### src/hdl/core_pkg.sv
// core types and constants
`default_nettype none

package core_pkg;

	typedef logic [63:0] xlen_t;
	typedef logic [31:0] inst_t;
	typedef logic [4:0]  reg_addr_t;
	typedef logic [7:0]  byte_en_t;
	typedef logic [1:0]  op2_src_t;

	localparam op2_src_t OP2_REG = 2'b00;
	localparam op2_src_t OP2_IMM = 2'b01;
	localparam op2_src_t OP2_4   = 2'b10; // link value pc+4

	localparam logic [6:0] OP_IMM   = 7'b0010011;
	localparam logic [6:0] OP_IMM32 = 7'b0011011;
	localparam logic [6:0] OP       = 7'b0110011;
	localparam logic [6:0] OP32     = 7'b0111011;
	localparam logic [6:0] LUI      = 7'b0110111;
	localparam logic [6:0] AUIPC    = 7'b0010111;
	localparam logic [6:0] JAL      = 7'b1101111;
	localparam logic [6:0] JALR     = 7'b1100111;
	localparam logic [6:0] BRANCH   = 7'b1100011;
	localparam logic [6:0] LOAD     = 7'b0000011;
	localparam logic [6:0] STORE    = 7'b0100011;

	localparam logic [6:0] FUN7_ALT = 7'b0100000; // sub / sra

	// branch, load/store and alu funct3
	localparam logic [2:0] FUN3_BEQ  = 3'b000, FUN3_BNE  = 3'b001;
	localparam logic [2:0] FUN3_BLT  = 3'b100, FUN3_BGE  = 3'b101;
	localparam logic [2:0] FUN3_BLTU = 3'b110, FUN3_BGEU = 3'b111;
	localparam logic [2:0] FUN3_B    = 3'b000, FUN3_H    = 3'b001;
	localparam logic [2:0] FUN3_W    = 3'b010, FUN3_D    = 3'b011;
	localparam logic [2:0] FUN3_BU   = 3'b100, FUN3_HU   = 3'b101;
	localparam logic [2:0] FUN3_WU   = 3'b110;
	localparam logic [2:0] FUN3_ADD  = 3'b000, FUN3_SL   = 3'b001;
	localparam logic [2:0] FUN3_SLT  = 3'b010, FUN3_SLTU = 3'b011;
	localparam logic [2:0] FUN3_XOR  = 3'b100, FUN3_SR   = 3'b101;
	localparam logic [2:0] FUN3_OR   = 3'b110, FUN3_AND  = 3'b111;

	typedef enum logic [4:0] {
		ALU_ADD, ALU_SUB, ALU_SLT, ALU_SLTU, ALU_XOR, ALU_OR, ALU_AND,
		ALU_SLL, ALU_SRL, ALU_SRA, ALU_LUI,
		ALU_BEQ, ALU_BNE, ALU_BLT, ALU_BGE, ALU_BLTU, ALU_BGEU,
		ALU_ADDW, ALU_SUBW, ALU_SLLW, ALU_SRLW, ALU_SRAW
	} alu_op_t;

	typedef struct packed {
		logic      rs1_r_ena;
		reg_addr_t rs1_r_addr;
		logic      rs2_r_ena;
		reg_addr_t rs2_r_addr;
		logic      rd_w_ena;
		reg_addr_t rd_w_addr;
		alu_op_t   alu_op;
		logic      alu_op1_src; // 1 pc, 0 rs1
		op2_src_t  alu_op2_src;
		logic      branch;
		logic      jump;
		logic      pc_src;      // jalr target from rs1
		logic      mem_r_ena;
		logic      mem_w_ena;
		byte_en_t  byte_enable;
		logic      mem_ext_un;
		logic      illegal;
		xlen_t     imm;
	} id_ctrl_t;

	typedef struct packed {
		inst_t inst;
		xlen_t pc;
	} queue_entry_t;

	typedef struct packed {
		logic     we;
		xlen_t    addr;
		xlen_t    wdata;
		byte_en_t be;
		logic     ext_un;
	} mem_req_t;

endpackage

`default_nettype wire

### src/hdl/regfile.sv
// integer register file
`timescale 1ns/1ps
`default_nettype none

module regfile (
	input wire clk,
	input wire rst_n,
	input wire core_pkg::reg_addr_t raddr1,
	input wire core_pkg::reg_addr_t raddr2,
	output core_pkg::xlen_t rdata1,
	output core_pkg::xlen_t rdata2,
	input wire we,
	input wire core_pkg::reg_addr_t waddr,
	input wire core_pkg::xlen_t wdata
);

	core_pkg::xlen_t regs [32];

	always_ff @(posedge clk) begin
		if (!rst_n) begin
			for (int i = 0; i < 32; i++)
				regs[i] <= '0;
		end else if (we && waddr != '0) begin
			regs[waddr] <= wdata;
		end
	end

	// x0 hardwired
	assign rdata1 = (raddr1 == '0) ? '0 : regs[raddr1];
	assign rdata2 = (raddr2 == '0) ? '0 : regs[raddr2];

endmodule

`default_nettype wire

### config.mk
export PLATFORM = sky130hd
export DESIGN_NAME = regfile
export DESIGN_NICKNAME = d
export VERILOG_FILES = /design/src/hdl/core_pkg.sv /design/src/hdl/regfile.sv
export SDC_FILE = /design/constraint.sdc
export NUM_CORES = 2
export LEC_CHECK = 0
export BUFFER_PORTS_ARGS = -buffer_cell sky130_fd_sc_hd__buf_4
export CORE_ASPECT_RATIO = 1.4
export CORE_MARGIN = 3
export CORE_UTILIZATION = 40
export DETAILED_ROUTE_END_ITERATION = 16
export PLACE_DENSITY_LB_ADDON = 0.08
export SYNTH_ARGS = -nofsm -noshare
export SYNTH_HDL_FRONTEND = slang
export SYNTH_SLANG_ARGS = --single-unit
### constraint.sdc
create_clock -name clk -period 7.4 [get_ports clk]
set_input_delay 0 -clock clk [delete_from_list [all_inputs] [get_ports clk]]
set_output_delay 0 -clock clk [all_outputs]
set_load 0.05 [all_outputs]
==> results.toml <==
[floorplan]
fp.dieH_um = 621
start_util_pct = 40.3
die_x_um = 445
boundaryPins = 210
rows = 225
core_mm2 = 0.269
die_area_mm2 = 0.277

[global_routing]
grt_first_pass_wirelength_mm = 610
antenna_found_initial = 78
track_usage_pct = 32.1
grt_max_degree = 118
grt_pass1_vias = 70200
overflow = 0

[clocking]
cts_tree = "yes"
clock_path_buffers = 4
h-tree-depth = 4
clock-sinks = 2048
clk_pin_slew_ns = 0.06
cts-buffers-inserted = 223
ctsResizeCount = 0
cts_root_buf = "clkbuf_16"

[placement]
placed_cells = 10300
io_buffers = 209
dp.final_hpwl_mm = 252
gp_congestion = 0.823

[worst_setup_path]
cp_max_fo = 39
crit_path_frequent_cell = "buf_4"
worst-path-buf-inv = 3
cp.arrival_ns = 4.07
cp-end-kind = "output pin"
required_ns = 7.40
crit_path_max_incr_delay_ns = 1.06
start_kind = "primary input"
path_cells = "buf_8, buf_4, nand3_1, o221ai_1, a211oi_1, nor4_2, buf_4"
crit_type = "primary input to output pin"
crit_family = "simple AND/OR/NAND/NOR gates"
worst_path_max_delay_cell = "nor4_2"

[route]
via_count = 69900
antenna_left = 0
routed_via_density = 6.50
routed_wl_mm = 451
firstDrtPassIters = 5
drtIter0Drc = 9983
wl_per_cell_um = 42.0
drc = 0

[synth]
ys_async_sr_fraction_pct = 0
synthSimpleGateAreaFrac_pct = 12.6
synth_top_family_by_area = "multiplexers"
synthAdderAreaFrac_pct = 0
syn-cell-area_mm2 = 0.108
synth_edf_count = 2048
ys_seq_area_share_pct = 56.9
ys_types = 46
syn_inst = 7028
synth_compound_area_share_pct = 3.89
synth_xor_area_share_pct = 0
synth-main-ff-cell = "edfxtp_1"
ys_ff_latch = 2048
ys_warn_count = 0
syn_avg_cell_area_um2 = 15.4
synthMuxAreaShare_pct = 23.5

[sta]
hold_viol = 0
setup_viol = 0
min_period_ns = 4.07
tns_ns = 0
fmax_ghz = 0.246
worst_pin_slew_ns = 1.36
rsz0062_at_grt = "false"
fin_crit_sh_pct = 55.0
relSlewSlack_pct = 7.14
slew_violations = 0

[min_path]
hold_path_end = "regs[30][28]$_SDFFCE_PN0P_"
min_from = "waddr[2]"
hold-path-cell-count = 3
hold_path_class = "primary input to flip-flop"

[layout]
final_cells = 10800
largest_reg_flops = 2048
fill_cells = 23600
final_common_cell = "edfxtp_1"
reg.largest.list = "regs: 2048 flops"
mostFrequentLayoutCells = "2048 x edfxtp_1, 1985 x and2_1, 906 x mux4_2, 384 x buf_4, 361 x mux2i_1"
drive_gt1_share_pct = 25.4
nets = 7120
top_register = "regs"
area.growth.synth_to_final_pct = 12.0

[run_status]
outcome = "complete, no violations"

[power]
vdd_drop_max_mv = 0.181
power_per_cell_area_mw_per_mm2 = 236
p_leak_nw = 41.6

[run]
max_cap_violations = 0
-- metal layers --
metal	GRT usage, %	wire length (µm)
met5	0	150
met3	5.12	41100
met2	52.2	217000
met4	11.9	18300
met1	43.6	175000
-- stage by stage --
step	area, µm²	total power [W]	utilization, %	setup slack [ns]	hold WS, ns
2_1_floorplan	108000	0.0164	-	1.67	0.198
3_3_place_gp	114000	0.0179	42.3	3.32	0.508
3_5_place_dp	114000	0.0180	42.3	3.28	0.518
4_1_cts	121000	0.0287	45.1	3.38	0.0991
5_1_grt	121000	0.0294	45.1	3.24	0.182
6_report	121000	0.0286	45.1	3.33	0.170
-- where the power goes --
part / switching (W) / total [W] / leakage [nW] / internal, W
logic: 0.00262 / 0.00408 / 18.9 / 0.00146
registers: 0.000322 / 0.0137 / 19.5 / 0.0134
clock network: 0.00483 / 0.0108 / 3.28 / 0.00599
-- synthesized netlist by cell type (48+ instances only) --
cell type,count,area share (%)
edfxtp_1,2048,57
and2_1,1986,11
mux4_2,906,19
clkbuf_1,558,1.9
mux2i_1,361,3.3
mux2_2,124,1.3
nand2_1,109,0.38
buf_2,101,0.47
o22ai_1,100,0.58
a22oi_1,74,0.51
a221oi_1,59,0.48
nor2_1,55,0.19
o221ai_1,53,0.43
a21oi_1,48,0.22
-- worst max path at each step --
stage / startpoint / end / slack, ns / cells past startpoint
after CTS: raddr1[0] / rdata1[10] / 3.38 / 7
after detailed placement: rst_n / regs[13][20]$_SDFFCE_PN0P_ / 3.28 / 6
after global placement: raddr1[0] / rdata1[37] / 3.32 / 7
after floorplan: waddr[4] / regs[10][0]$_SDFFCE_PN0P_ / 1.67 / 3
final: raddr1[0] / rdata1[10] / 3.33 / 7
after global routing: raddr1[0] / rdata1[37] / 3.24 / 7
-- area by class of cell --
cell class / instances / area [µm²] / area share [%]
clock buffers: 285 / 5900 / 4.87
repair buffers: 485 / 4180 / 3.45
flip-flops and latches: 2048 / 61500 / 50.8
multi-input cells: 4277 / 44300 / 36.5
inverters: 3 / 20.0 / 0.0165
diodes: 33 / 82.6 / 0.0682
well taps: 3518 / 4400 / 3.63
clock inverters: 103 / 778 / 0.643
-- logic make-up (layout without fill, tap and decap cells) --
logic type | after synthesis | after routing
AOI/OAI and AO/OA | 569 | 569
buffers and inverters | 766 | 876
DFF | 2048 | 2048
muxes | 1391 | 1391
other | 1 | 97
and+or+nand+nor | 2253 | 2253
-- repair_timing --
item	CTS	global route
hold buffers	68	0
buffers inserted	0	0
endpoints found under the hold margin	1986	0
Note: power is estimated with default switching activity, not from simulation.
