$ cat src/hdl/core_pkg.sv
// core types and constants
`default_nettype none

package core_pkg;

	typedef logic [63:0] xlen_t;
	typedef logic [31:0] inst_t;
	typedef logic [4:0]  reg_addr_t;
	typedef logic [7:0]  byte_en_t;
	typedef logic [1:0]  op2_src_t;

	localparam op2_src_t OP2_REG = 2'b00;
	localparam op2_src_t OP2_IMM = 2'b01;
	localparam op2_src_t OP2_4   = 2'b10; // link value pc+4

	localparam logic [6:0] OP_IMM   = 7'b0010011;
	localparam logic [6:0] OP_IMM32 = 7'b0011011;
	localparam logic [6:0] OP       = 7'b0110011;
	localparam logic [6:0] OP32     = 7'b0111011;
	localparam logic [6:0] LUI      = 7'b0110111;
	localparam logic [6:0] AUIPC    = 7'b0010111;
	localparam logic [6:0] JAL      = 7'b1101111;
	localparam logic [6:0] JALR     = 7'b1100111;
	localparam logic [6:0] BRANCH   = 7'b1100011;
	localparam logic [6:0] LOAD     = 7'b0000011;
	localparam logic [6:0] STORE    = 7'b0100011;

	localparam logic [6:0] FUN7_ALT = 7'b0100000; // sub / sra

	// branch, load/store and alu funct3
	localparam logic [2:0] FUN3_BEQ  = 3'b000, FUN3_BNE  = 3'b001;
	localparam logic [2:0] FUN3_BLT  = 3'b100, FUN3_BGE  = 3'b101;
	localparam logic [2:0] FUN3_BLTU = 3'b110, FUN3_BGEU = 3'b111;
	localparam logic [2:0] FUN3_B    = 3'b000, FUN3_H    = 3'b001;
	localparam logic [2:0] FUN3_W    = 3'b010, FUN3_D    = 3'b011;
	localparam logic [2:0] FUN3_BU   = 3'b100, FUN3_HU   = 3'b101;
	localparam logic [2:0] FUN3_WU   = 3'b110;
	localparam logic [2:0] FUN3_ADD  = 3'b000, FUN3_SL   = 3'b001;
	localparam logic [2:0] FUN3_SLT  = 3'b010, FUN3_SLTU = 3'b011;
	localparam logic [2:0] FUN3_XOR  = 3'b100, FUN3_SR   = 3'b101;
	localparam logic [2:0] FUN3_OR   = 3'b110, FUN3_AND  = 3'b111;

	typedef enum logic [4:0] {
		ALU_ADD, ALU_SUB, ALU_SLT, ALU_SLTU, ALU_XOR, ALU_OR, ALU_AND,
		ALU_SLL, ALU_SRL, ALU_SRA, ALU_LUI,
		ALU_BEQ, ALU_BNE, ALU_BLT, ALU_BGE, ALU_BLTU, ALU_BGEU,
		ALU_ADDW, ALU_SUBW, ALU_SLLW, ALU_SRLW, ALU_SRAW
	} alu_op_t;

	typedef struct packed {
		logic      rs1_r_ena;
		reg_addr_t rs1_r_addr;
		logic      rs2_r_ena;
		reg_addr_t rs2_r_addr;
		logic      rd_w_ena;
		reg_addr_t rd_w_addr;
		alu_op_t   alu_op;
		logic      alu_op1_src; // 1 pc, 0 rs1
		op2_src_t  alu_op2_src;
		logic      branch;
		logic      jump;
		logic      pc_src;      // jalr target from rs1
		logic      mem_r_ena;
		logic      mem_w_ena;
		byte_en_t  byte_enable;
		logic      mem_ext_un;
		logic      illegal;
		xlen_t     imm;
	} id_ctrl_t;

	typedef struct packed {
		inst_t inst;
		xlen_t pc;
	} queue_entry_t;

	typedef struct packed {
		logic     we;
		xlen_t    addr;
		xlen_t    wdata;
		byte_en_t be;
		logic     ext_un;
	} mem_req_t;

endpackage

`default_nettype wire

$ cat src/hdl/id_stage.sv
// rv64i instruction decoder
`timescale 1ns/1ps
`default_nettype none

module id_stage (
	input wire core_pkg::inst_t inst,
	output core_pkg::id_ctrl_t ctrl
);

	wire [6:0] opcode = inst[6:0];
	wire [4:0] rd     = inst[11:7];
	wire [2:0] func3  = inst[14:12];
	wire [4:0] rs1    = inst[19:15];
	wire [4:0] rs2    = inst[24:20];
	wire [6:0] func7  = inst[31:25];

	wire f7_zero = (func7 == 7'b0);
	wire f7_alt  = (func7 == core_pkg::FUN7_ALT);
	wire f6_zero = (inst[31:26] == 6'b0); // rv64 shamt uses bit 25
	wire f6_alt  = (inst[31:26] == core_pkg::FUN7_ALT[6:1]);

	// immediates
	wire core_pkg::xlen_t imm_i = {{52{inst[31]}}, inst[31:20]};
	wire core_pkg::xlen_t imm_s = {{52{inst[31]}}, inst[31:25], inst[11:7]};
	wire core_pkg::xlen_t imm_b = {{52{inst[31]}}, inst[7], inst[30:25], inst[11:8], 1'b0};
	wire core_pkg::xlen_t imm_u = {{32{inst[31]}}, inst[31:12], 12'b0};
	wire core_pkg::xlen_t imm_j = {{44{inst[31]}}, inst[19:12], inst[20], inst[30:21], 1'b0};

	wire opc_imm    = (opcode == core_pkg::OP_IMM);
	wire opc_imm32  = (opcode == core_pkg::OP_IMM32);
	wire opc_op     = (opcode == core_pkg::OP);
	wire opc_op32   = (opcode == core_pkg::OP32);
	wire opc_lui    = (opcode == core_pkg::LUI);
	wire opc_auipc  = (opcode == core_pkg::AUIPC);
	wire opc_jal    = (opcode == core_pkg::JAL);
	wire opc_jalr   = (opcode == core_pkg::JALR) & (func3 == 3'b000);
	wire opc_branch = (opcode == core_pkg::BRANCH);
	wire opc_load   = (opcode == core_pkg::LOAD);
	wire opc_store  = (opcode == core_pkg::STORE);

	wire inst_beq  = opc_branch & (func3 == core_pkg::FUN3_BEQ);
	wire inst_bne  = opc_branch & (func3 == core_pkg::FUN3_BNE);
	wire inst_blt  = opc_branch & (func3 == core_pkg::FUN3_BLT);
	wire inst_bge  = opc_branch & (func3 == core_pkg::FUN3_BGE);
	wire inst_bltu = opc_branch & (func3 == core_pkg::FUN3_BLTU);
	wire inst_bgeu = opc_branch & (func3 == core_pkg::FUN3_BGEU);

	wire ld_b  = opc_load & (func3 == core_pkg::FUN3_B);
	wire ld_h  = opc_load & (func3 == core_pkg::FUN3_H);
	wire ld_w  = opc_load & (func3 == core_pkg::FUN3_W);
	wire ld_d  = opc_load & (func3 == core_pkg::FUN3_D);
	wire ld_bu = opc_load & (func3 == core_pkg::FUN3_BU);
	wire ld_hu = opc_load & (func3 == core_pkg::FUN3_HU);
	wire ld_wu = opc_load & (func3 == core_pkg::FUN3_WU);
	wire st_b  = opc_store & (func3 == core_pkg::FUN3_B);
	wire st_h  = opc_store & (func3 == core_pkg::FUN3_H);
	wire st_w  = opc_store & (func3 == core_pkg::FUN3_W);
	wire st_d  = opc_store & (func3 == core_pkg::FUN3_D);

	wire inst_addi  = opc_imm & (func3 == core_pkg::FUN3_ADD);
	wire inst_slti  = opc_imm & (func3 == core_pkg::FUN3_SLT);
	wire inst_sltiu = opc_imm & (func3 == core_pkg::FUN3_SLTU);
	wire inst_xori  = opc_imm & (func3 == core_pkg::FUN3_XOR);
	wire inst_ori   = opc_imm & (func3 == core_pkg::FUN3_OR);
	wire inst_andi  = opc_imm & (func3 == core_pkg::FUN3_AND);
	wire inst_slli  = opc_imm & (func3 == core_pkg::FUN3_SL) & f6_zero;
	wire inst_srli  = opc_imm & (func3 == core_pkg::FUN3_SR) & f6_zero;
	wire inst_srai  = opc_imm & (func3 == core_pkg::FUN3_SR) & f6_alt;

	// mul/div share these opcodes with func7 01, so f7 checks keep them out
	wire inst_add  = opc_op & (func3 == core_pkg::FUN3_ADD) & f7_zero;
	wire inst_sub  = opc_op & (func3 == core_pkg::FUN3_ADD) & f7_alt;
	wire inst_sll  = opc_op & (func3 == core_pkg::FUN3_SL) & f7_zero;
	wire inst_slt  = opc_op & (func3 == core_pkg::FUN3_SLT) & f7_zero;
	wire inst_sltu = opc_op & (func3 == core_pkg::FUN3_SLTU) & f7_zero;
	wire inst_xor  = opc_op & (func3 == core_pkg::FUN3_XOR) & f7_zero;
	wire inst_srl  = opc_op & (func3 == core_pkg::FUN3_SR) & f7_zero;
	wire inst_sra  = opc_op & (func3 == core_pkg::FUN3_SR) & f7_alt;
	wire inst_or   = opc_op & (func3 == core_pkg::FUN3_OR) & f7_zero;
	wire inst_and  = opc_op & (func3 == core_pkg::FUN3_AND) & f7_zero;

	wire inst_addiw = opc_imm32 & (func3 == core_pkg::FUN3_ADD);
	wire inst_slliw = opc_imm32 & (func3 == core_pkg::FUN3_SL) & f7_zero;
	wire inst_srliw = opc_imm32 & (func3 == core_pkg::FUN3_SR) & f7_zero;
	wire inst_sraiw = opc_imm32 & (func3 == core_pkg::FUN3_SR) & f7_alt;
	wire inst_addw  = opc_op32 & (func3 == core_pkg::FUN3_ADD) & f7_zero;
	wire inst_subw  = opc_op32 & (func3 == core_pkg::FUN3_ADD) & f7_alt;
	wire inst_sllw  = opc_op32 & (func3 == core_pkg::FUN3_SL) & f7_zero;
	wire inst_srlw  = opc_op32 & (func3 == core_pkg::FUN3_SR) & f7_zero;
	wire inst_sraw  = opc_op32 & (func3 == core_pkg::FUN3_SR) & f7_alt;

	wire is_br   = inst_beq | inst_bne | inst_blt | inst_bge | inst_bltu | inst_bgeu;
	wire is_ld   = ld_b | ld_h | ld_w | ld_d | ld_bu | ld_hu | ld_wu;
	wire is_st   = st_b | st_h | st_w | st_d;
	wire is_imm  = inst_addi | inst_slti | inst_sltiu | inst_xori | inst_ori | inst_andi
		| inst_slli | inst_srli | inst_srai;
	wire is_op   = inst_add | inst_sub | inst_sll | inst_slt | inst_sltu | inst_xor
		| inst_srl | inst_sra | inst_or | inst_and;
	wire is_word = inst_addiw | inst_slliw | inst_srliw | inst_sraiw | inst_addw
		| inst_subw | inst_sllw | inst_srlw | inst_sraw;
	wire legal = is_br | is_ld | is_st | is_imm | is_op | is_word
		| opc_lui | opc_auipc | opc_jal | opc_jalr;

	always_comb begin
		ctrl = '0;
		ctrl.illegal = ~legal;
		ctrl.rs1_r_addr = rs1;
		ctrl.rs2_r_addr = rs2;
		ctrl.rd_w_addr = rd;
		ctrl.rs1_r_ena = opc_jalr | is_br | is_ld | is_st | is_imm | is_op | is_word;
		ctrl.rs2_r_ena = is_br | is_st | is_op | inst_addw | inst_subw
			| inst_sllw | inst_srlw | inst_sraw;
		ctrl.rd_w_ena = legal & ~is_br & ~is_st;
		ctrl.alu_op1_src = opc_auipc | opc_jal | opc_jalr;
		if (opc_jal | opc_jalr)
			ctrl.alu_op2_src = core_pkg::OP2_4;
		else if (ctrl.rs2_r_ena & ~is_st)
			ctrl.alu_op2_src = core_pkg::OP2_REG;
		else
			ctrl.alu_op2_src = core_pkg::OP2_IMM;
		ctrl.branch = is_br;
		ctrl.jump = opc_jal | opc_jalr;
		ctrl.pc_src = opc_jalr;
		ctrl.mem_r_ena = is_ld;
		ctrl.mem_w_ena = is_st;
		ctrl.mem_ext_un = ld_bu | ld_hu | ld_wu;
		ctrl.byte_enable = ({8{ld_b | ld_bu | st_b}} & 8'h01)
			| ({8{ld_h | ld_hu | st_h}} & 8'h03)
			| ({8{ld_w | ld_wu | st_w}} & 8'h0f)
			| ({8{ld_d | st_d}} & 8'hff);
		ctrl.imm = ({64{opc_lui | opc_auipc}} & imm_u)
			| ({64{opc_jal}} & imm_j)
			| ({64{opc_branch}} & imm_b)
			| ({64{opc_jalr | opc_load | opc_imm | opc_imm32}} & imm_i)
			| ({64{opc_store}} & imm_s);

		if (inst_sub)                      ctrl.alu_op = core_pkg::ALU_SUB;
		else if (inst_slt | inst_slti)     ctrl.alu_op = core_pkg::ALU_SLT;
		else if (inst_sltu | inst_sltiu)   ctrl.alu_op = core_pkg::ALU_SLTU;
		else if (inst_xor | inst_xori)     ctrl.alu_op = core_pkg::ALU_XOR;
		else if (inst_or | inst_ori)       ctrl.alu_op = core_pkg::ALU_OR;
		else if (inst_and | inst_andi)     ctrl.alu_op = core_pkg::ALU_AND;
		else if (inst_sll | inst_slli)     ctrl.alu_op = core_pkg::ALU_SLL;
		else if (inst_srl | inst_srli)     ctrl.alu_op = core_pkg::ALU_SRL;
		else if (inst_sra | inst_srai)     ctrl.alu_op = core_pkg::ALU_SRA;
		else if (opc_lui)                  ctrl.alu_op = core_pkg::ALU_LUI;
		else if (inst_beq)                 ctrl.alu_op = core_pkg::ALU_BEQ;
		else if (inst_bne)                 ctrl.alu_op = core_pkg::ALU_BNE;
		else if (inst_blt)                 ctrl.alu_op = core_pkg::ALU_BLT;
		else if (inst_bge)                 ctrl.alu_op = core_pkg::ALU_BGE;
		else if (inst_bltu)                ctrl.alu_op = core_pkg::ALU_BLTU;
		else if (inst_bgeu)                ctrl.alu_op = core_pkg::ALU_BGEU;
		else if (inst_addw | inst_addiw)   ctrl.alu_op = core_pkg::ALU_ADDW;
		else if (inst_subw)                ctrl.alu_op = core_pkg::ALU_SUBW;
		else if (inst_sllw | inst_slliw)   ctrl.alu_op = core_pkg::ALU_SLLW;
		else if (inst_srlw | inst_srliw)   ctrl.alu_op = core_pkg::ALU_SRLW;
		else if (inst_sraw | inst_sraiw)   ctrl.alu_op = core_pkg::ALU_SRAW;
		else                               ctrl.alu_op = core_pkg::ALU_ADD; // addr, auipc, link
	end

endmodule

`default_nettype wire

$ cat config.mk
export PLATFORM = sky130hd
export DESIGN_NAME = id_stage
export DESIGN_NICKNAME = d
export VERILOG_FILES = /design/src/hdl/core_pkg.sv /design/src/hdl/id_stage.sv
export SDC_FILE = /design/constraint.sdc
export NUM_CORES = 1
export LEC_CHECK = 0
export ABC_AREA = 1
export CAP_MARGIN = 30
export CELL_PAD_IN_SITES_DETAIL_PLACEMENT = 1
export CELL_PAD_IN_SITES_GLOBAL_PLACEMENT = 1
export CORE_MARGIN = 2
export CORE_UTILIZATION = 42
export DETAILED_ROUTE_END_ITERATION = 10
export DONT_BUFFER_PORTS = 1
export GPL_TIMING_DRIVEN = 0
export PLACE_DENSITY_LB_ADDON = 0.1
export SYNTH_ARGS = -nofsm -noshare
export SYNTH_HDL_FRONTEND = slang
export SYNTH_SLANG_ARGS = --single-unit
$ cat constraint.sdc
create_clock -name vclk -period 5.65
set_input_delay 1.13 -clock vclk [all_inputs]
set_output_delay 1.13 -clock vclk [all_outputs]
set_load 0.01 [all_outputs]
==> reports/results.ini <==
[sta]
period_share=0.7016
finalSetupViolCount=0
max_freq_mhz=252.3
tightest_slew_ns=0.6767
slew_headroom=0.5489
hold_violations=0
whs_ns=2.353
setup_slack_ns=1.686
drv_slew=0
post-route-min-period_ns=3.964
rsz0062_at_grt=false

[detailed_routing]
remaining_drc_errors=0
antenna_left=0
wl_per_cell_um=15.72
dr.pass1.iters=4
via_per_inst=5.146
first_iter_violations=33
vias=1760
wirelength_um=5375

[synth]
synth_cells=293
synth_top_area_share=0.2568
seq_area_frac_synth=0
synth_top_area_cell=buf_4
synth_area_leaders=buf_4, nand2_1, inv_1, nor2_1, o21ai_2
avgSynthCellArea_um2=5.688
synthDistinctLibCells=29
mappedNetlistArea_um2=1667
synth_nets=325
ys.warnings.count=0

[global_routing]
grt_overflow=0
grt_max_degree=28
grt_use_total=0.2302
gr-usage-met1=0.2846
grt_use_met3=0.02365
use_met2=0.4363
grt_pass1_vias=1630
grt_pass1_wl_um=8176
grt_busiest_layer=met2
antenna_found_initial=0

[finish]
n_clock_buffer=0
drive_gt1_frac=0.3844
fillCellCount=533
multiInputGateArea_um2=1036
final_cell_mix=buf_4, nand2_1, inv_1, nor2_1, o21ai_0
diodes=0
design_area_um2=1758
nNetsFinal=328
design.seq.count=0
final_common_cell=buf_4
seqCellArea_um2=0
syn_to_final_growth_pct=5.481

[clock_network]
holdBufCountCts=0
cts_setup_buffers=0
cts_resized=0

[placement]
place_area_um2=1758
gp_congestion=0.8837
port-buffer-count=0
place_ws_ns=1.701
dp_hpwl_um=4717

[floorplan]
initial_core_util=0.4452
die_x_um=66.99
io_pins=137
rows=22
core_um2=3744
die_h_um=66.99
die_area_um2=4488

[setup_path]
endpoint_kind=output pin
cp_cell_sequence=nand2_2 -> inv_1 -> nand3_2 -> nor2_2 -> nand3_2 -> o2111ai_4 -> o21ai_2 -> o21ai_2 -> buf_16 -> buf_4
critPathKind=input pin to output pin
max_stage_delay_ns=0.39
crit_path_max_fanout=27
worstPathRequired_ns=4.52
worst_setup_path_start_kind=input pin
path_delay_family=compound AO/OA/AOI/OAI gates
arrival_ns=2.83
worst-path-buf-inv=3
crit_start=inst[1]
worst-path-stages=10
slowest_stage=o21ai_2

[pwr]
power.share.combinational=1.000
p_seq_frac=0
leakage_nw=1.070
p_sw_mw=0.04254
ir_drop_mv=0.01850
clock_power_share=0
switching_share=0.6358
intPower_mw=0.02437
powerDensity_nw_per_um2=38.07

[run]
cap_violations=0

[worst_hold_path]
min_path_type=input pin to output pin
hp-start=inst[9]
hold_end=ctrl[89]
hold_depth=1

[status]
status=complete, no violations

## layer usage
metal / vias to the layer above / wire (um)
li1: 872 / -
met1: 808 / 2191
met2: 74 / 2708
met3: 6 / 413
met4: 0 / 62
met5: - / 0
## cell type report
type / instances / share of cell area
inverters: 51 / 0.1089
multi-input cells: 183 / 0.5893
plain buffers: 59 / 0.2520
well taps: 48 / 0.03416
repair buffers: 1 / 0.01566
## cell usage after synthesis (3+ instances only)
master / instances
a21oi_1: 4
nor3_4: 3
nor2_4: 4
nand2_1: 54
nand3_2: 4
o21ai_0: 16
o21ai_2: 12
inv_1: 42
nand3_1: 14
nor2_2: 7
nand2_2: 8
nor2_1: 34
buf_4: 57
inv_2: 9
nand4_1: 7
## how the worst max path moves through the flow
stage,to,slack (ns)
2_1_floorplan,ctrl[32],0.38
3_5_place_dp,ctrl[34],1.70
4_1_cts,ctrl[34],1.70
5_1_grt,ctrl[45],1.56
3_3_place_gp,ctrl[41],-0.13
6_report,ctrl[34],1.69
## power by group through the flow
stage,Sequential (mW),Clock [mW],Combinational [mW]
finish,0,0,0.0669
CTS,0,0,0.0673
detailed placement,0,0,0.0672
global placement,0,0,0.0658
floorplan,0,0,0.0576
global route,0,0,0.0728
## logic make-up (layout without fill, tap and decap cells)
| family | after synthesis | after routing | share of synthesized area |
|---|---|---|---|
| simple gates | 143 | 143 | 0.4527 |
| compound gates | 40 | 40 | 0.1667 |
| buf+inv | 110 | 111 | 0.3806 |
## metrics by stage
step,setup TNS [ns],total power [mW],utilization,cells
after floorplan,0,0.05763,-,293
after global placement,-4.036,0.06575,0.4612,341
after detailed placement,0,0.06720,0.4696,342
after CTS,0,0.06733,0.4696,342
after global routing,0,0.07280,0.4696,342
final,0,0.06692,0.4696,342
(Power assumes the default switching activity.)
