==> src/hdl/core_pkg.sv <==
// core types and constants
`default_nettype none

package core_pkg;

	typedef logic [63:0] xlen_t;
	typedef logic [31:0] inst_t;
	typedef logic [4:0]  reg_addr_t;
	typedef logic [7:0]  byte_en_t;
	typedef logic [1:0]  op2_src_t;

	localparam op2_src_t OP2_REG = 2'b00;
	localparam op2_src_t OP2_IMM = 2'b01;
	localparam op2_src_t OP2_4   = 2'b10; // link value pc+4

	localparam logic [6:0] OP_IMM   = 7'b0010011;
	localparam logic [6:0] OP_IMM32 = 7'b0011011;
	localparam logic [6:0] OP       = 7'b0110011;
	localparam logic [6:0] OP32     = 7'b0111011;
	localparam logic [6:0] LUI      = 7'b0110111;
	localparam logic [6:0] AUIPC    = 7'b0010111;
	localparam logic [6:0] JAL      = 7'b1101111;
	localparam logic [6:0] JALR     = 7'b1100111;
	localparam logic [6:0] BRANCH   = 7'b1100011;
	localparam logic [6:0] LOAD     = 7'b0000011;
	localparam logic [6:0] STORE    = 7'b0100011;

	localparam logic [6:0] FUN7_ALT = 7'b0100000; // sub / sra

	// branch, load/store and alu funct3
	localparam logic [2:0] FUN3_BEQ  = 3'b000, FUN3_BNE  = 3'b001;
	localparam logic [2:0] FUN3_BLT  = 3'b100, FUN3_BGE  = 3'b101;
	localparam logic [2:0] FUN3_BLTU = 3'b110, FUN3_BGEU = 3'b111;
	localparam logic [2:0] FUN3_B    = 3'b000, FUN3_H    = 3'b001;
	localparam logic [2:0] FUN3_W    = 3'b010, FUN3_D    = 3'b011;
	localparam logic [2:0] FUN3_BU   = 3'b100, FUN3_HU   = 3'b101;
	localparam logic [2:0] FUN3_WU   = 3'b110;
	localparam logic [2:0] FUN3_ADD  = 3'b000, FUN3_SL   = 3'b001;
	localparam logic [2:0] FUN3_SLT  = 3'b010, FUN3_SLTU = 3'b011;
	localparam logic [2:0] FUN3_XOR  = 3'b100, FUN3_SR   = 3'b101;
	localparam logic [2:0] FUN3_OR   = 3'b110, FUN3_AND  = 3'b111;

	typedef enum logic [4:0] {
		ALU_ADD, ALU_SUB, ALU_SLT, ALU_SLTU, ALU_XOR, ALU_OR, ALU_AND,
		ALU_SLL, ALU_SRL, ALU_SRA, ALU_LUI,
		ALU_BEQ, ALU_BNE, ALU_BLT, ALU_BGE, ALU_BLTU, ALU_BGEU,
		ALU_ADDW, ALU_SUBW, ALU_SLLW, ALU_SRLW, ALU_SRAW
	} alu_op_t;

	typedef struct packed {
		logic      rs1_r_ena;
		reg_addr_t rs1_r_addr;
		logic      rs2_r_ena;
		reg_addr_t rs2_r_addr;
		logic      rd_w_ena;
		reg_addr_t rd_w_addr;
		alu_op_t   alu_op;
		logic      alu_op1_src; // 1 pc, 0 rs1
		op2_src_t  alu_op2_src;
		logic      branch;
		logic      jump;
		logic      pc_src;      // jalr target from rs1
		logic      mem_r_ena;
		logic      mem_w_ena;
		byte_en_t  byte_enable;
		logic      mem_ext_un;
		logic      illegal;
		xlen_t     imm;
	} id_ctrl_t;

	typedef struct packed {
		inst_t inst;
		xlen_t pc;
	} queue_entry_t;

	typedef struct packed {
		logic     we;
		xlen_t    addr;
		xlen_t    wdata;
		byte_en_t be;
		logic     ext_un;
	} mem_req_t;

endpackage

`default_nettype wire

==> src/hdl/inst_queue.sv <==
// instruction queue
`timescale 1ns/1ps
`default_nettype none

module inst_queue #(
	parameter int QUEUE_DEPTH = 4
) (
	input wire clk,
	input wire rst_n,
	input wire wr_en,
	input wire core_pkg::queue_entry_t wr_entry,
	output logic full,
	input wire rd_en,
	output core_pkg::queue_entry_t head,
	output logic head_valid
);

	localparam int PTR_W = $clog2(QUEUE_DEPTH);

	core_pkg::queue_entry_t mem [QUEUE_DEPTH];
	logic [PTR_W-1:0] wr_ptr;
	logic [PTR_W-1:0] rd_ptr;
	logic [PTR_W:0] count;

	wire do_wr = wr_en & ~full; // strobe while full is lost
	wire do_rd = rd_en & head_valid;

	assign full = (count == (PTR_W+1)'(QUEUE_DEPTH));
	assign head_valid = (count != '0);
	assign head = mem[rd_ptr];

	always_ff @(posedge clk) begin
		if (do_wr)
			mem[wr_ptr] <= wr_entry;
	end

	always_ff @(posedge clk) begin
		if (!rst_n) begin
			wr_ptr <= '0;
			rd_ptr <= '0;
			count <= '0;
		end else begin
			if (do_wr)
				wr_ptr <= wr_ptr + 1'b1; // power of two depth wraps
			if (do_rd)
				rd_ptr <= rd_ptr + 1'b1;
			case ({do_wr, do_rd})
				2'b10: count <= count + 1'b1;
				2'b01: count <= count - 1'b1;
				default: ;
			endcase
		end
	end

	// upstream must watch in_full
	a_no_write_full: assert property (@(posedge clk) disable iff (!rst_n)
		wr_en |-> !full)
		else $error("instruction strobe dropped, queue full");

	a_no_read_empty: assert property (@(posedge clk) disable iff (!rst_n)
		rd_en |-> head_valid)
		else $error("pop from empty queue");

endmodule

`default_nettype wire

==> config.mk <==
export PLATFORM = sky130hd
export DESIGN_NAME = inst_queue
export DESIGN_NICKNAME = d
export VERILOG_FILES = /design/src/hdl/core_pkg.sv /design/src/hdl/inst_queue.sv
export SDC_FILE = /design/constraint.sdc
export NUM_CORES = 1
export LEC_CHECK = 0
export ABC_AREA = 1
export BUFFER_PORTS_ARGS = -buffer_cell sky130_fd_sc_hd__buf_2
export CELL_PAD_IN_SITES_DETAIL_PLACEMENT = 1
export CELL_PAD_IN_SITES_GLOBAL_PLACEMENT = 1
export CORE_UTILIZATION = 30
export CTS_BUF_LIST = sky130_fd_sc_hd__clkbuf_4 sky130_fd_sc_hd__clkbuf_8
export DETAILED_ROUTE_END_ITERATION = 7
export GPL_ROUTABILITY_DRIVEN = 0
export PLACE_DENSITY_LB_ADDON = 0.1
export SETUP_SLACK_MARGIN = 0.4
export SYNTH_ARGS = -nofsm -noshare
export SYNTH_HDL_FRONTEND = slang
export SYNTH_SLANG_ARGS = --single-unit
==> constraint.sdc <==
create_clock -name clk -period 16 [get_ports clk]
set_input_delay 0.8 -clock clk [delete_from_list [all_inputs] [get_ports clk]]
set_output_delay 0.8 -clock clk [all_outputs]
set_load 0.01 [all_outputs]
==> summary.md, run 1 <==
| Metric | Value |
|---|---|
| Status | `finished, final reports clean` |
| Detailed Place HPWL | `20300 µm` |
| Sw frac | `around 30%` |
| Commonest non-fill, non-tap cells in the layout | `edfxtp_1 (384), nor2_1 (198), buf_2 (197)` |
| Worst EP required | `approximately 15 ns` |
| Register share of total power | `45.0%` |
| Die H | `around 220 µm` |
| Sw Pwr | `0.858 mW` |
| Comb power frac | `21.6%` |
| Int Pwr | `between 1.5 and 2 mW` |
| Clock latency on the worst-skew pair | `between 0.6 and 0.7 ns` |
| Clock buffer depth | `3` |
| Top layer in use | `met5` |
| Adder-cell share of the synthesized area | `less than 1%` |
| Synthesis-to-finish area growth | `19.7%` |
| PostCTS Resize Cnt | `0` |
| DRC | `0` |
| #FFs+latches synth | `approximately 390` |
| H-Tree Depth | `3` |
| Total global routing overflow | `0` |
| Row count | `80` |
| Pwr dens | `about 160 nW/µm²` |
| Combinational family with the most area after synthesis | `compound AO/OA/AOI/OAI gates` |
| CTS tree | `built` |
| Synthesized cell area | `between 10000 and 15000 µm²` |
| Post-Synth Simple-Gate Area | `5.69%` |
| Drt pass-1 iters | `6` |
| Fin util | `around 37%` |
| Syn nets | `approximately 1100` |
| FMAX | `~0.24 GHz` |
| DIE AREA | `~50000 µm²` |
| Met1 WL | `16300 µm` |
| Synth Area in Compound Gates | `between 10% and 20%` |
| Vias | `between 9000 and 10000` |
| Slew Limit Headroom | `between 30% and 40%` |
| Via/cell ratio | `between 4 and 5` |
| Final hold violation count | `0` |
| Filler instances | `between 5000 and 6000` |
| Crit Path Class | `register to primary output` |
| XOR/XNOR share of the synthesized area | `0%` |
| RSZ-0062 raised after global routing | `no` |
| Aggregate global-route resource usage | `15.2%` |
| Slew Viols, Final | `0` |
| Gate Count Post-Synth | `997` |
| Register area | `about 12000 µm²` |
| Final setup vio count | `0` |
| Worst Hold Class | `input port to register` |
| Die W | `224 µm` |
| Layout cell share with drive strength beyond 1 | `approximately a quarter` |
| Hold_buf cts | `0` |
| Clock Sinks | `a little under 400` |
| Vias in the first global route | `about 9400` |
| PortBufs | `197` |
| Num CTS Buffers | `between 70 and 80` |
| Cells on worst reg2reg path | `6` |
| Initial antenna violation count | `7` |
| Maxcap violations | `0` |
| Commonest non-fill, non-tap cell in the layout | `edfxtp_1` |
| Crit path max fanout | `~110` |
| Root buffer cell | `clkbuf_8` |
| Synth unique cells | `19` |
| Leak | `between 6 and 7 nW` |
| Register area share after synthesis | `79.4%` |
| Met3 wire len | `about 2300 µm` |
| Worst Max-Slew Pin Slew | `a little over 1 ns` |
| Crit end category | `primary output` |
| Hold Path Depth | `1` |
| Clock group share of total power | `33.5%` |
| Mux cell area share after synthesis | `0%` |
| Syn Area/Cell | `14.8 µm²` |
| Ys Warns | `0` |
| DR iter-0 viols | `350` |
| Initial Util | `between 30% and 40%` |
| Fin Setup TNS | `0 ns` |
| ANT nets after route | `0` |
| CP Launch Type | `register` |
| Clock transition at path regs | `around 0.06 ns` |
| Period Utilization, post-route | `a little over a quarter` |
| Worst Path Arrival | `between 3 and 4 ns` |
| DRT Wirelength | `approximately 38000 µm` |
| Minimum clock period | `4.21 ns` |
| Routed wl met2 | `approximately 18000 µm` |
| IO Count | `slightly below 200` |
| Global-route wire length before repair | `~57000 µm` |
| Largest net degree at the start of global routing | `around 110` |
| Avg WL per Cell | `~20 µm` |
| Post-CTS Setup Inserts | `0` |
| Peak supply drop | `approximately 0.074 mV` |
| Multi-input gate area in the final layout | `between 2000 and 3000 µm²` |
| Setup Skew | `about 0.029 ns` |
| Final net count | `between 1000 and 1500` |
| Core Area | `just under 50000 µm²` |
==> flip-flops by register name (all words and copies together) (netlist names), named ones only <==
register and count:
mem 384, count 3, rd_ptr 2, wr_ptr 2
==> power groups by stage <==
stage | clock [mW] | combinational, mW | sequential [mW]
floorplan | 0 | 0.400 | 1.27
global placement | 0 | 0.622 | 1.28
detailed placement | 0 | 0.628 | 1.28
CTS | 0.978 | 0.629 | 1.26
global route | 1.01 | 0.678 | 1.27
finish | 0.939 | 0.605 | 1.26
==> cell type report <==
class                   count  share of cell area, %
flip-flops and latches    393                   66.4
repair buffers            210                   6.14
multi-input cells         523                   14.4
inverters                  19                  0.439
well taps                 656                   4.65
diodes                      2                 0.0283
clock inverters            22                  0.872
clock buffers             104                   7.08
==> cell usage after synthesis, drive strengths merged <==
library cell | number | area (µm²)
edfxtp | 384 | 11500
a21oi | 5 | 25.0
fa | 1 | 20.0
o21ai | 194 | 971
buf | 42 | 370
inv | 19 | 73.8
clkbuf | 20 | 82.6
nor2 | 202 | 758
ha | 5 | 62.6
o22ai | 96 | 601
nand2 | 15 | 56.3
dfxtp | 9 | 180
nand3 | 5 | 25.0
==> path summary, 6_finish.rpt <==
check                             startpoint          to  slack, ns
worst min-delay path            wr_entry[79]  mem[1][79]       0.38
worst max register to register      count[1]  mem[0][20]      12.89
worst max-delay path                register    head[95]      11.79
worst min register to register     rd_ptr[1]    register       0.51
==> worst max-delay path: stages, from the launching register on <==
cell,delay [ns]
dfxtp_4,0.49
inv_6,0.63
buf_4,0.85
o21ai_0,0.17
o22ai_1,0.19
buf_2,0.16
==> metrics by stage <==
stage	hold slack (ns)	total power [mW]	instance area [µm²]	setup slack, ns	std cells
floorplan	0.462	1.67	14800	10.50	997
global placement	0.492	1.91	16200	12.40	1801
detailed placement	0.496	1.91	16200	12.36	1801
CTS	0.309	2.87	17700	11.65	1927
global route	0.332	2.96	17700	11.46	1927
finish	0.384	2.80	17700	11.79	1929
==> cell families after synthesis <==
logic type	after synthesis
buf+inv	81
compound gates	295
fa+ha+maj	6
simple gates	222
flops	393
==> per-layer routing <==
| metal | vias to the layer above | GRT usage (%) |
|---|---|---|
| met5 | - | 0 |
| met2 | 198 | 25.1 |
| li1 | 4212 | - |
| met1 | 4518 | 18.3 |
| met3 | 86 | 5.29 |
| met4 | 12 | 5.39 |
Power figures use the tool's default switching activity.
==> inputs of run 2 (changes only) <==
==> constraint.sdc (replaced) <==
create_clock -name clk -period 3.5 [get_ports clk]
set_input_delay 0.175 -clock clk [delete_from_list [all_inputs] [get_ports clk]]
set_output_delay 0.175 -clock clk [all_outputs]
set_load 0.01 [all_outputs]
==> summary.md, run 2 (synthesis results as in run 1) <==
| Metric | Value |
|---|---|
| Pwr dens | `687 nW/µm² (was 159 nW/µm²)` |
| IO Count | `198 (unchanged)` |
| Pwr Total | `12.9 mW (was 2.80 mW)` |
| Commonest non-fill, non-tap cells in the layout | `edfxtp_1 (384), nor2_1 (198), buf_2 (197) (unchanged)` |
| Final setup vio count | `0 (unchanged)` |
| Die W | `224 µm (unchanged)` |
| Num CTS Buffers | `72 (unchanged)` |
| Aggregate global-route resource usage | `15.3% (was 15.2%)` |
| Minimum clock period | `2.75 ns` |
| Via/cell ratio | `4.58 (was 4.68)` |
| Hold Path Depth | `2 (was 1)` |
| CTS tree | `built (unchanged)` |
| Int Pwr | `9.00 mW (was 1.95 mW)` |
| Clock group share of total power | `32.8% (was 33.5%)` |
| Hold EP | `mem[0][14] (was mem[1][79])` |
| Initial Util | `30.6% (unchanged)` |
| Placed cells | `1808 (was 1801)` |
| Worst Path Arrival | `2.57 ns (was 3.41 ns)` |
| Vias | `9298 (was 9026)` |
| Setup Skew | `0.0179 ns (was 0.0286 ns)` |
| Drt pass-1 iters | `4 (was 6)` |
| Status | `finished, final reports clean (unchanged)` |
| Largest net degree at the start of global routing | `105 (was 114)` |
| Row count | `80 (unchanged)` |
| PortBufs | `197 (unchanged)` |
| Reg-to-Reg End | `mem[2][87] (was mem[0][20])` |
| Die H | `224 µm (unchanged)` |
| Fin util | `39.0% (was 36.7%)` |
| FMAX | `around 0.36 GHz` |
| Cell Count, Final, Fillers Out | `2031 (was 1929)` |
| Period Utilization, post-route | `about four fifths` |
| Clock Sinks | `393 (unchanged)` |
| Crit path max fanout | `78 (was 113)` |
| Detailed Place HPWL | `19900 µm (was 20300 µm)` |
| Fin Setup TNS | `0 ns (unchanged)` |
| Slowest CP cell | `inv_6 (was buf_4)` |
| PostCTS Resize Cnt | `0 (unchanged)` |
| Worst Max-Slew Pin Slew | `0.904 ns (was 1.01 ns)` |
| Largest stage delay, worst path | `0.54 ns (was 0.85 ns)` |
| Avg WL per Cell | `18.7 µm (was 19.5 µm)` |
| Total global routing overflow | `0 (unchanged)` |
| Register share of total power | `44.3% (was 45.0%)` |
| Most flops, register | `mem (unchanged)` |
| Worst Hold Class | `input port to register (unchanged)` |
| Slew Limit Headroom | `39.7% (was 32.4%)` |
| Slew Viols, Final | `0 (unchanged)` |
| Clock latency on the worst-skew pair | `0.64 ns (was 0.63 ns)` |
| Leak | `6.59 nW (was 6.14 nW)` |
| Root buffer cell | `clkbuf_8 (unchanged)` |
| Synthesis-to-finish area growth | `27.4% (was 19.7%)` |
| Crit Path Class | `register to primary output (unchanged)` |
| Comb power frac | `23.0% (was 21.6%)` |
| Global-route wire length before repair | `57800 µm (was 56800 µm)` |
| Post-CTS Setup Inserts | `0 (unchanged)` |
| Peak supply drop | `0.326 mV (was 0.0738 mV)` |
| Layout cell share with drive strength beyond 1 | `24.3% (was 26.2%)` |
| Setup slack, reg-to-reg | `1.35 ns (was 12.89 ns)` |
| Commonest non-fill, non-tap cell in the layout | `edfxtp_1 (unchanged)` |
| Maxcap violations | `0 (unchanged)` |
| Initial antenna violation count | `3 (was 7)` |
| Regs by FF count | `mem: 384 flops, count: 3 flops (unchanged)` |
| DIE AREA | `50100 µm² (unchanged)` |
| Reg2Reg Launch Point | `count[1] (unchanged)` |
| Sw frac | `30.3% (was 30.6%)` |
| Vias in the first global route | `9987 (was 9438)` |
| Max FFs per register | `384 (unchanged)` |
| Sw Pwr | `3.92 mW (was 0.858 mW)` |
| H-Tree Depth | `3 (unchanged)` |
| Clock transition at path regs | `0.06 ns (about the same)` |
| DR iter-0 viols | `314 (was 350)` |
| Clock buffer depth | `3 (unchanged)` |
| Filler instances | `5047 (was 5051)` |
| DRT Wirelength | `37900 µm (was 37700 µm)` |
| Worst hold path startpoint | `wr_entry[14] (was wr_entry[79])` |
| CP Launch Type | `register (unchanged)` |
| Core Area | `48100 µm² (unchanged)` |
| CP Cell Sequence | `inv_6 -> buf_4 -> nor2_1 -> o22ai_1 -> buf_2 (was inv_6 -> buf_4 -> o21ai_0 -> o22ai_1 -> buf_2)` |
| Final hold violation count | `0 (unchanged)` |
| Crit end category | `primary output (unchanged)` |
| RSZ-0062 raised after global routing | `no (unchanged)` |
| Worst EP required | `3.32 ns (was 15.20 ns)` |
| DRC | `0 (unchanged)` |
| Final net count | `1431 (was 1325)` |
| ANT nets after route | `0 (unchanged)` |
| Pre-CTS setup slack | `1.29 ns (was 12.36 ns)` |
| Cells on worst reg2reg path | `5 (was 6)` |
| Worst setup margin | `0.750 ns (was 11.79 ns)` |
-- run 2: cell types whose count changed in the layout (fill, tap and decap cells not counted), sizes merged --
cell / previous run / this run
clkinv: 18 / 14
buf: 210 / 217
diode: 2 / 3
clkbuf: 104 / 103
dlygate4sd3: 0 / 99
-- run 2: worst max-delay path by stage --
stage / slack [ns] / endpoint / start
after global placement: 1.31 / mem[2][12] / count[1]
after CTS: 0.62 / head[9] / register
after global routing: 0.53 / head[59] / register
after detailed placement: 1.29 / mem[2][12] / count[1]
after floorplan: -0.11 / mem[0][0] / count[1]
final: 0.75 / head[59] / register
-- run 2: area by class of cell --
type                    instances  area [µm²]  area share (%)
flip-flops and latches        393       11700            62.3
multi-input cells             523        2550            13.6
repair buffers                316        2250            12.0
clock buffers                 103        1240            6.61
well taps                     656         821            4.37
clock inverters                18         133           0.705
inverters                      19        77.6           0.413
diodes                          3        7.51          0.0399
-- run 2: critical path: cells and delay by family, from the launching register on --
kind | cells | cell delay [ns]
AOI/OAI and AO/OA | 1 | 0.24
buffers and inverters | 3 | 1.11
DFF | 1 | 0.46
and+or+nand+nor | 1 | 0.07
-- run 2: through the flow --
stage / area (µm²) / hold WS [ns]
2_1_floorplan: 14800 / 0.274
3_3_place_gp: 16400 / 0.392
3_5_place_dp: 16400 / 0.391
4_1_cts: 18800 / 0.224
5_1_grt: 18800 / 0.268
6_report: 18800 / 0.290
-- run 2: power by group through the flow --
stage	registers (mW)	logic (mW)	clock network, mW
finish	5.72	2.97	4.23
floorplan	5.79	1.83	0
detailed placement	5.82	2.98	0
CTS	5.72	3.07	4.42
global placement	5.81	2.96	0
global route	5.75	3.31	4.59
-- run 2: metal layers --
layer	routed length [µm]	global-route usage, %	vias to the layer above	share of wire (%)
li1	-	-	4417	-
met1	16700	18.7	4634	44
met2	18300	25.4	184	48
met3	2080	4.56	63	5.5
met4	856	6.03	0	2.3
met5	0	0	-	0
-- run 2: timing repair --
item | 4_1_cts | 5_1_grt
setup endpoints to repair | 0 | 0
hold buffers | 99 | 0
endpoints found under the hold margin | 393 | 0
==> inputs of run 3 (changes only) <==
==> constraint.sdc (replaced) <==
create_clock -name clk -period 2.8 [get_ports clk]
set_input_delay 0.14 -clock clk [delete_from_list [all_inputs] [get_ports clk]]
set_output_delay 0.14 -clock clk [all_outputs]
set_load 0.01 [all_outputs]
==> summary.md, run 3 (synthesis results as in run 1) <==
| Metric | Value |
|---|---|
| Status | `finished, final reports clean (unchanged)` |
| Worst setup margin | `0.551 ns (was 0.750 ns)` |
| Worst Path Arrival | `2.11 ns (was 2.57 ns)` |
| IO Count | `198 (unchanged)` |
| Clock Sinks | `393 (unchanged)` |
| Final net count | `1430 (was 1431)` |
| Crit Path Class | `register to primary output (unchanged)` |
| Slew Limit Headroom | `66.1% (was 39.7%)` |
| CP Cell Sequence | `buf_12 -> o21ai_0 -> o22ai_1 -> buf_2 (was inv_6 -> buf_4 -> nor2_1 -> o22ai_1 -> buf_2)` |
| Cell area after layout | `18800 µm² (about the same)` |
| Area after DPL | `16500 µm² (was 16400 µm²)` |
| Worst hold path startpoint | `wr_entry[0] (was wr_entry[14])` |
| Largest stage delay, worst path | `0.40 ns (was 0.54 ns)` |
| Pwr dens | `853 nW/µm² (was 687 nW/µm²)` |
| ANT nets after route | `0 (unchanged)` |
| Vias | `9392 (was 9298)` |
| Multi-input gate area in the final layout | `2560 µm² (was 2550 µm²)` |
| Most flops, register | `mem (unchanged)` |
| FMAX | `between 0.4 and 0.5 GHz` |
| Clock transition at path regs | `0.06 ns (about the same)` |
| Initial Util | `30.6% (unchanged)` |
| Regs by FF count | `mem: 384 flops, count: 3 flops (unchanged)` |
| DRC | `0 (unchanged)` |
| Peak supply drop | `0.536 mV (was 0.326 mV)` |
| Row count | `80 (unchanged)` |
| Maxcap violations | `0 (unchanged)` |
| Core Area | `48100 µm² (unchanged)` |
| CTS tree | `built (unchanged)` |
| Avg WL per Cell | `19.4 µm (was 18.7 µm)` |
| Commonest non-fill, non-tap cells in the layout | `edfxtp_1 (384), nor2_1 (197), buf_2 (197) (was edfxtp_1 (384), nor2_1 (198), buf_2 (197))` |
| Period Utilization, post-route | `about four fifths` |
| Clock latency on the worst-skew pair | `0.62 ns (was 0.64 ns)` |
| Fin util | `39.1% (was 39.0%)` |
| Fin Setup TNS | `0 ns (unchanged)` |
| Slowest CP cell | `dfxtp_4 (was inv_6)` |
| Slew Viols, Final | `0 (unchanged)` |
| Largest net degree at the start of global routing | `101 (was 105)` |
| Root buffer cell | `clkbuf_8 (unchanged)` |
| Max FFs per register | `384 (unchanged)` |
| Worst Hold Class | `input port to register (unchanged)` |
| Final hold violation count | `0 (unchanged)` |
| Hold slack | `0.274 ns (was 0.290 ns)` |
| Die H | `224 µm (unchanged)` |
| Antenna Cells | `0 (was 3)` |
| Commonest non-fill, non-tap cell in the layout | `edfxtp_1 (unchanged)` |
| Initial antenna violation count | `3 (unchanged)` |
| Total global routing overflow | `0 (unchanged)` |
| Vias in the first global route | `10100 (was 9987)` |
| Crit path max-delay family | `buffers and inverters (unchanged)` |
| Placed cells | `1807 (was 1808)` |
| CP Launch Type | `register (unchanged)` |
| Global-route wire length before repair | `59700 µm (was 57800 µm)` |
| DIE AREA | `50100 µm² (unchanged)` |
| Via/cell ratio | `4.64 (was 4.58)` |
| Crit end category | `primary output (unchanged)` |
| Pre-CTS setup slack | `0.948 ns (was 1.29 ns)` |
| H-Tree Depth | `3 (unchanged)` |
| Setup Skew | `0.0178 ns (was 0.0179 ns)` |
| DRT Wirelength | `39200 µm (was 37900 µm)` |
| Setup slack, reg-to-reg | `0.94 ns (was 1.35 ns)` |
| Detailed Place HPWL | `21200 µm (was 19900 µm)` |
| Synthesis-to-finish area growth | `27.5% (was 27.4%)` |
| Leak | `6.60 nW (was 6.59 nW)` |
| Drt pass-1 iters | `4 (unchanged)` |
| Crit path max fanout | `100 (was 78)` |
| Aggregate global-route resource usage | `15.8% (was 15.3%)` |
| RSZ-0062 raised after global routing | `yes (was no)` |
| Num CTS Buffers | `71 (was 72)` |
| Layout cell share with drive strength beyond 1 | `24.8% (was 24.3%)` |
| Die W | `224 µm (unchanged)` |
| Final setup vio count | `0 (unchanged)` |
| Worst Max-Slew Pin Slew | `0.509 ns (was 0.904 ns)` |
| Register area | `11700 µm² (about the same)` |
| Clock buffer depth | `3 (unchanged)` |
| Reg2Reg Launch Point | `count[0] (was count[1])` |
| CP bufs+invs | `2 (was 3)` |
| Pwr Total | `16.1 mW (was 12.9 mW)` |
| PortBufs | `197 (unchanged)` |
| Filler instances | `5064 (was 5047)` |
| DR iter-0 viols | `338 (was 314)` |
| Minimum clock period | `roughly 2.2 ns` |
| Worst EP required | `2.66 ns (was 3.32 ns)` |
| Cell Count, Final, Fillers Out | `2025 (was 2031)` |
[run 3: changes by cell type in the layout (fill, tap and decap cells not counted), moves of 3 or more]
cell | before | now
buf_12 | 10 | 15
diode_2 | 3 | 0
buf_4 | 10 | 3
clkinv_1 | 12 | 9
clkinv_2 | 2 | 5
[run 3: path summary, 6_finish.rpt]
check | to | depth (start not counted)
setup / recovery | head[51] | 4
hold / removal | mem[2][0] | 2
setup reg to reg | count[2] | 12
hold reg to reg | register | 2
[run 3: cell type report]
cell class | count | share of cell area [%]
sequential | 393 | 62.3
multi-input combinational | 523 | 13.6
timing repair buffer | 316 | 12.4
clock buffer | 102 | 6.56
tap | 656 | 4.36
inverter | 19 | 0.426
clock inverter | 16 | 0.406
[run 3: per-layer routing]
metal	part of all wire [%]	global-route usage, %	up-vias
met1	44	19.5	4688
met4	2.3	5.46	4
met3	5.7	4.96	76
met2	48	26.1	210
li1	-	-	4414
met5	0.069	0	-
[run 3: power breakdown]
part / switching, mW / internal [mW] / leakage [nW]
Sequential: 0.138 / 6.99 / 3.60
Combinational: 2.52 / 1.30 / 2.31
Clock: 2.29 / 2.80 / 0.694
Total: 4.95 / 11.1 / 6.60
[run 3: timing repair]
action / 4_1_cts / 5_1_grt
setup buffers: 0 / 1
pin swaps: 0 / 0
setup endpoints to repair: 57 / 13
resized for setup: 2 / 1
hold endpoints to repair: 393 / 0
hold buffers: 99 / 0
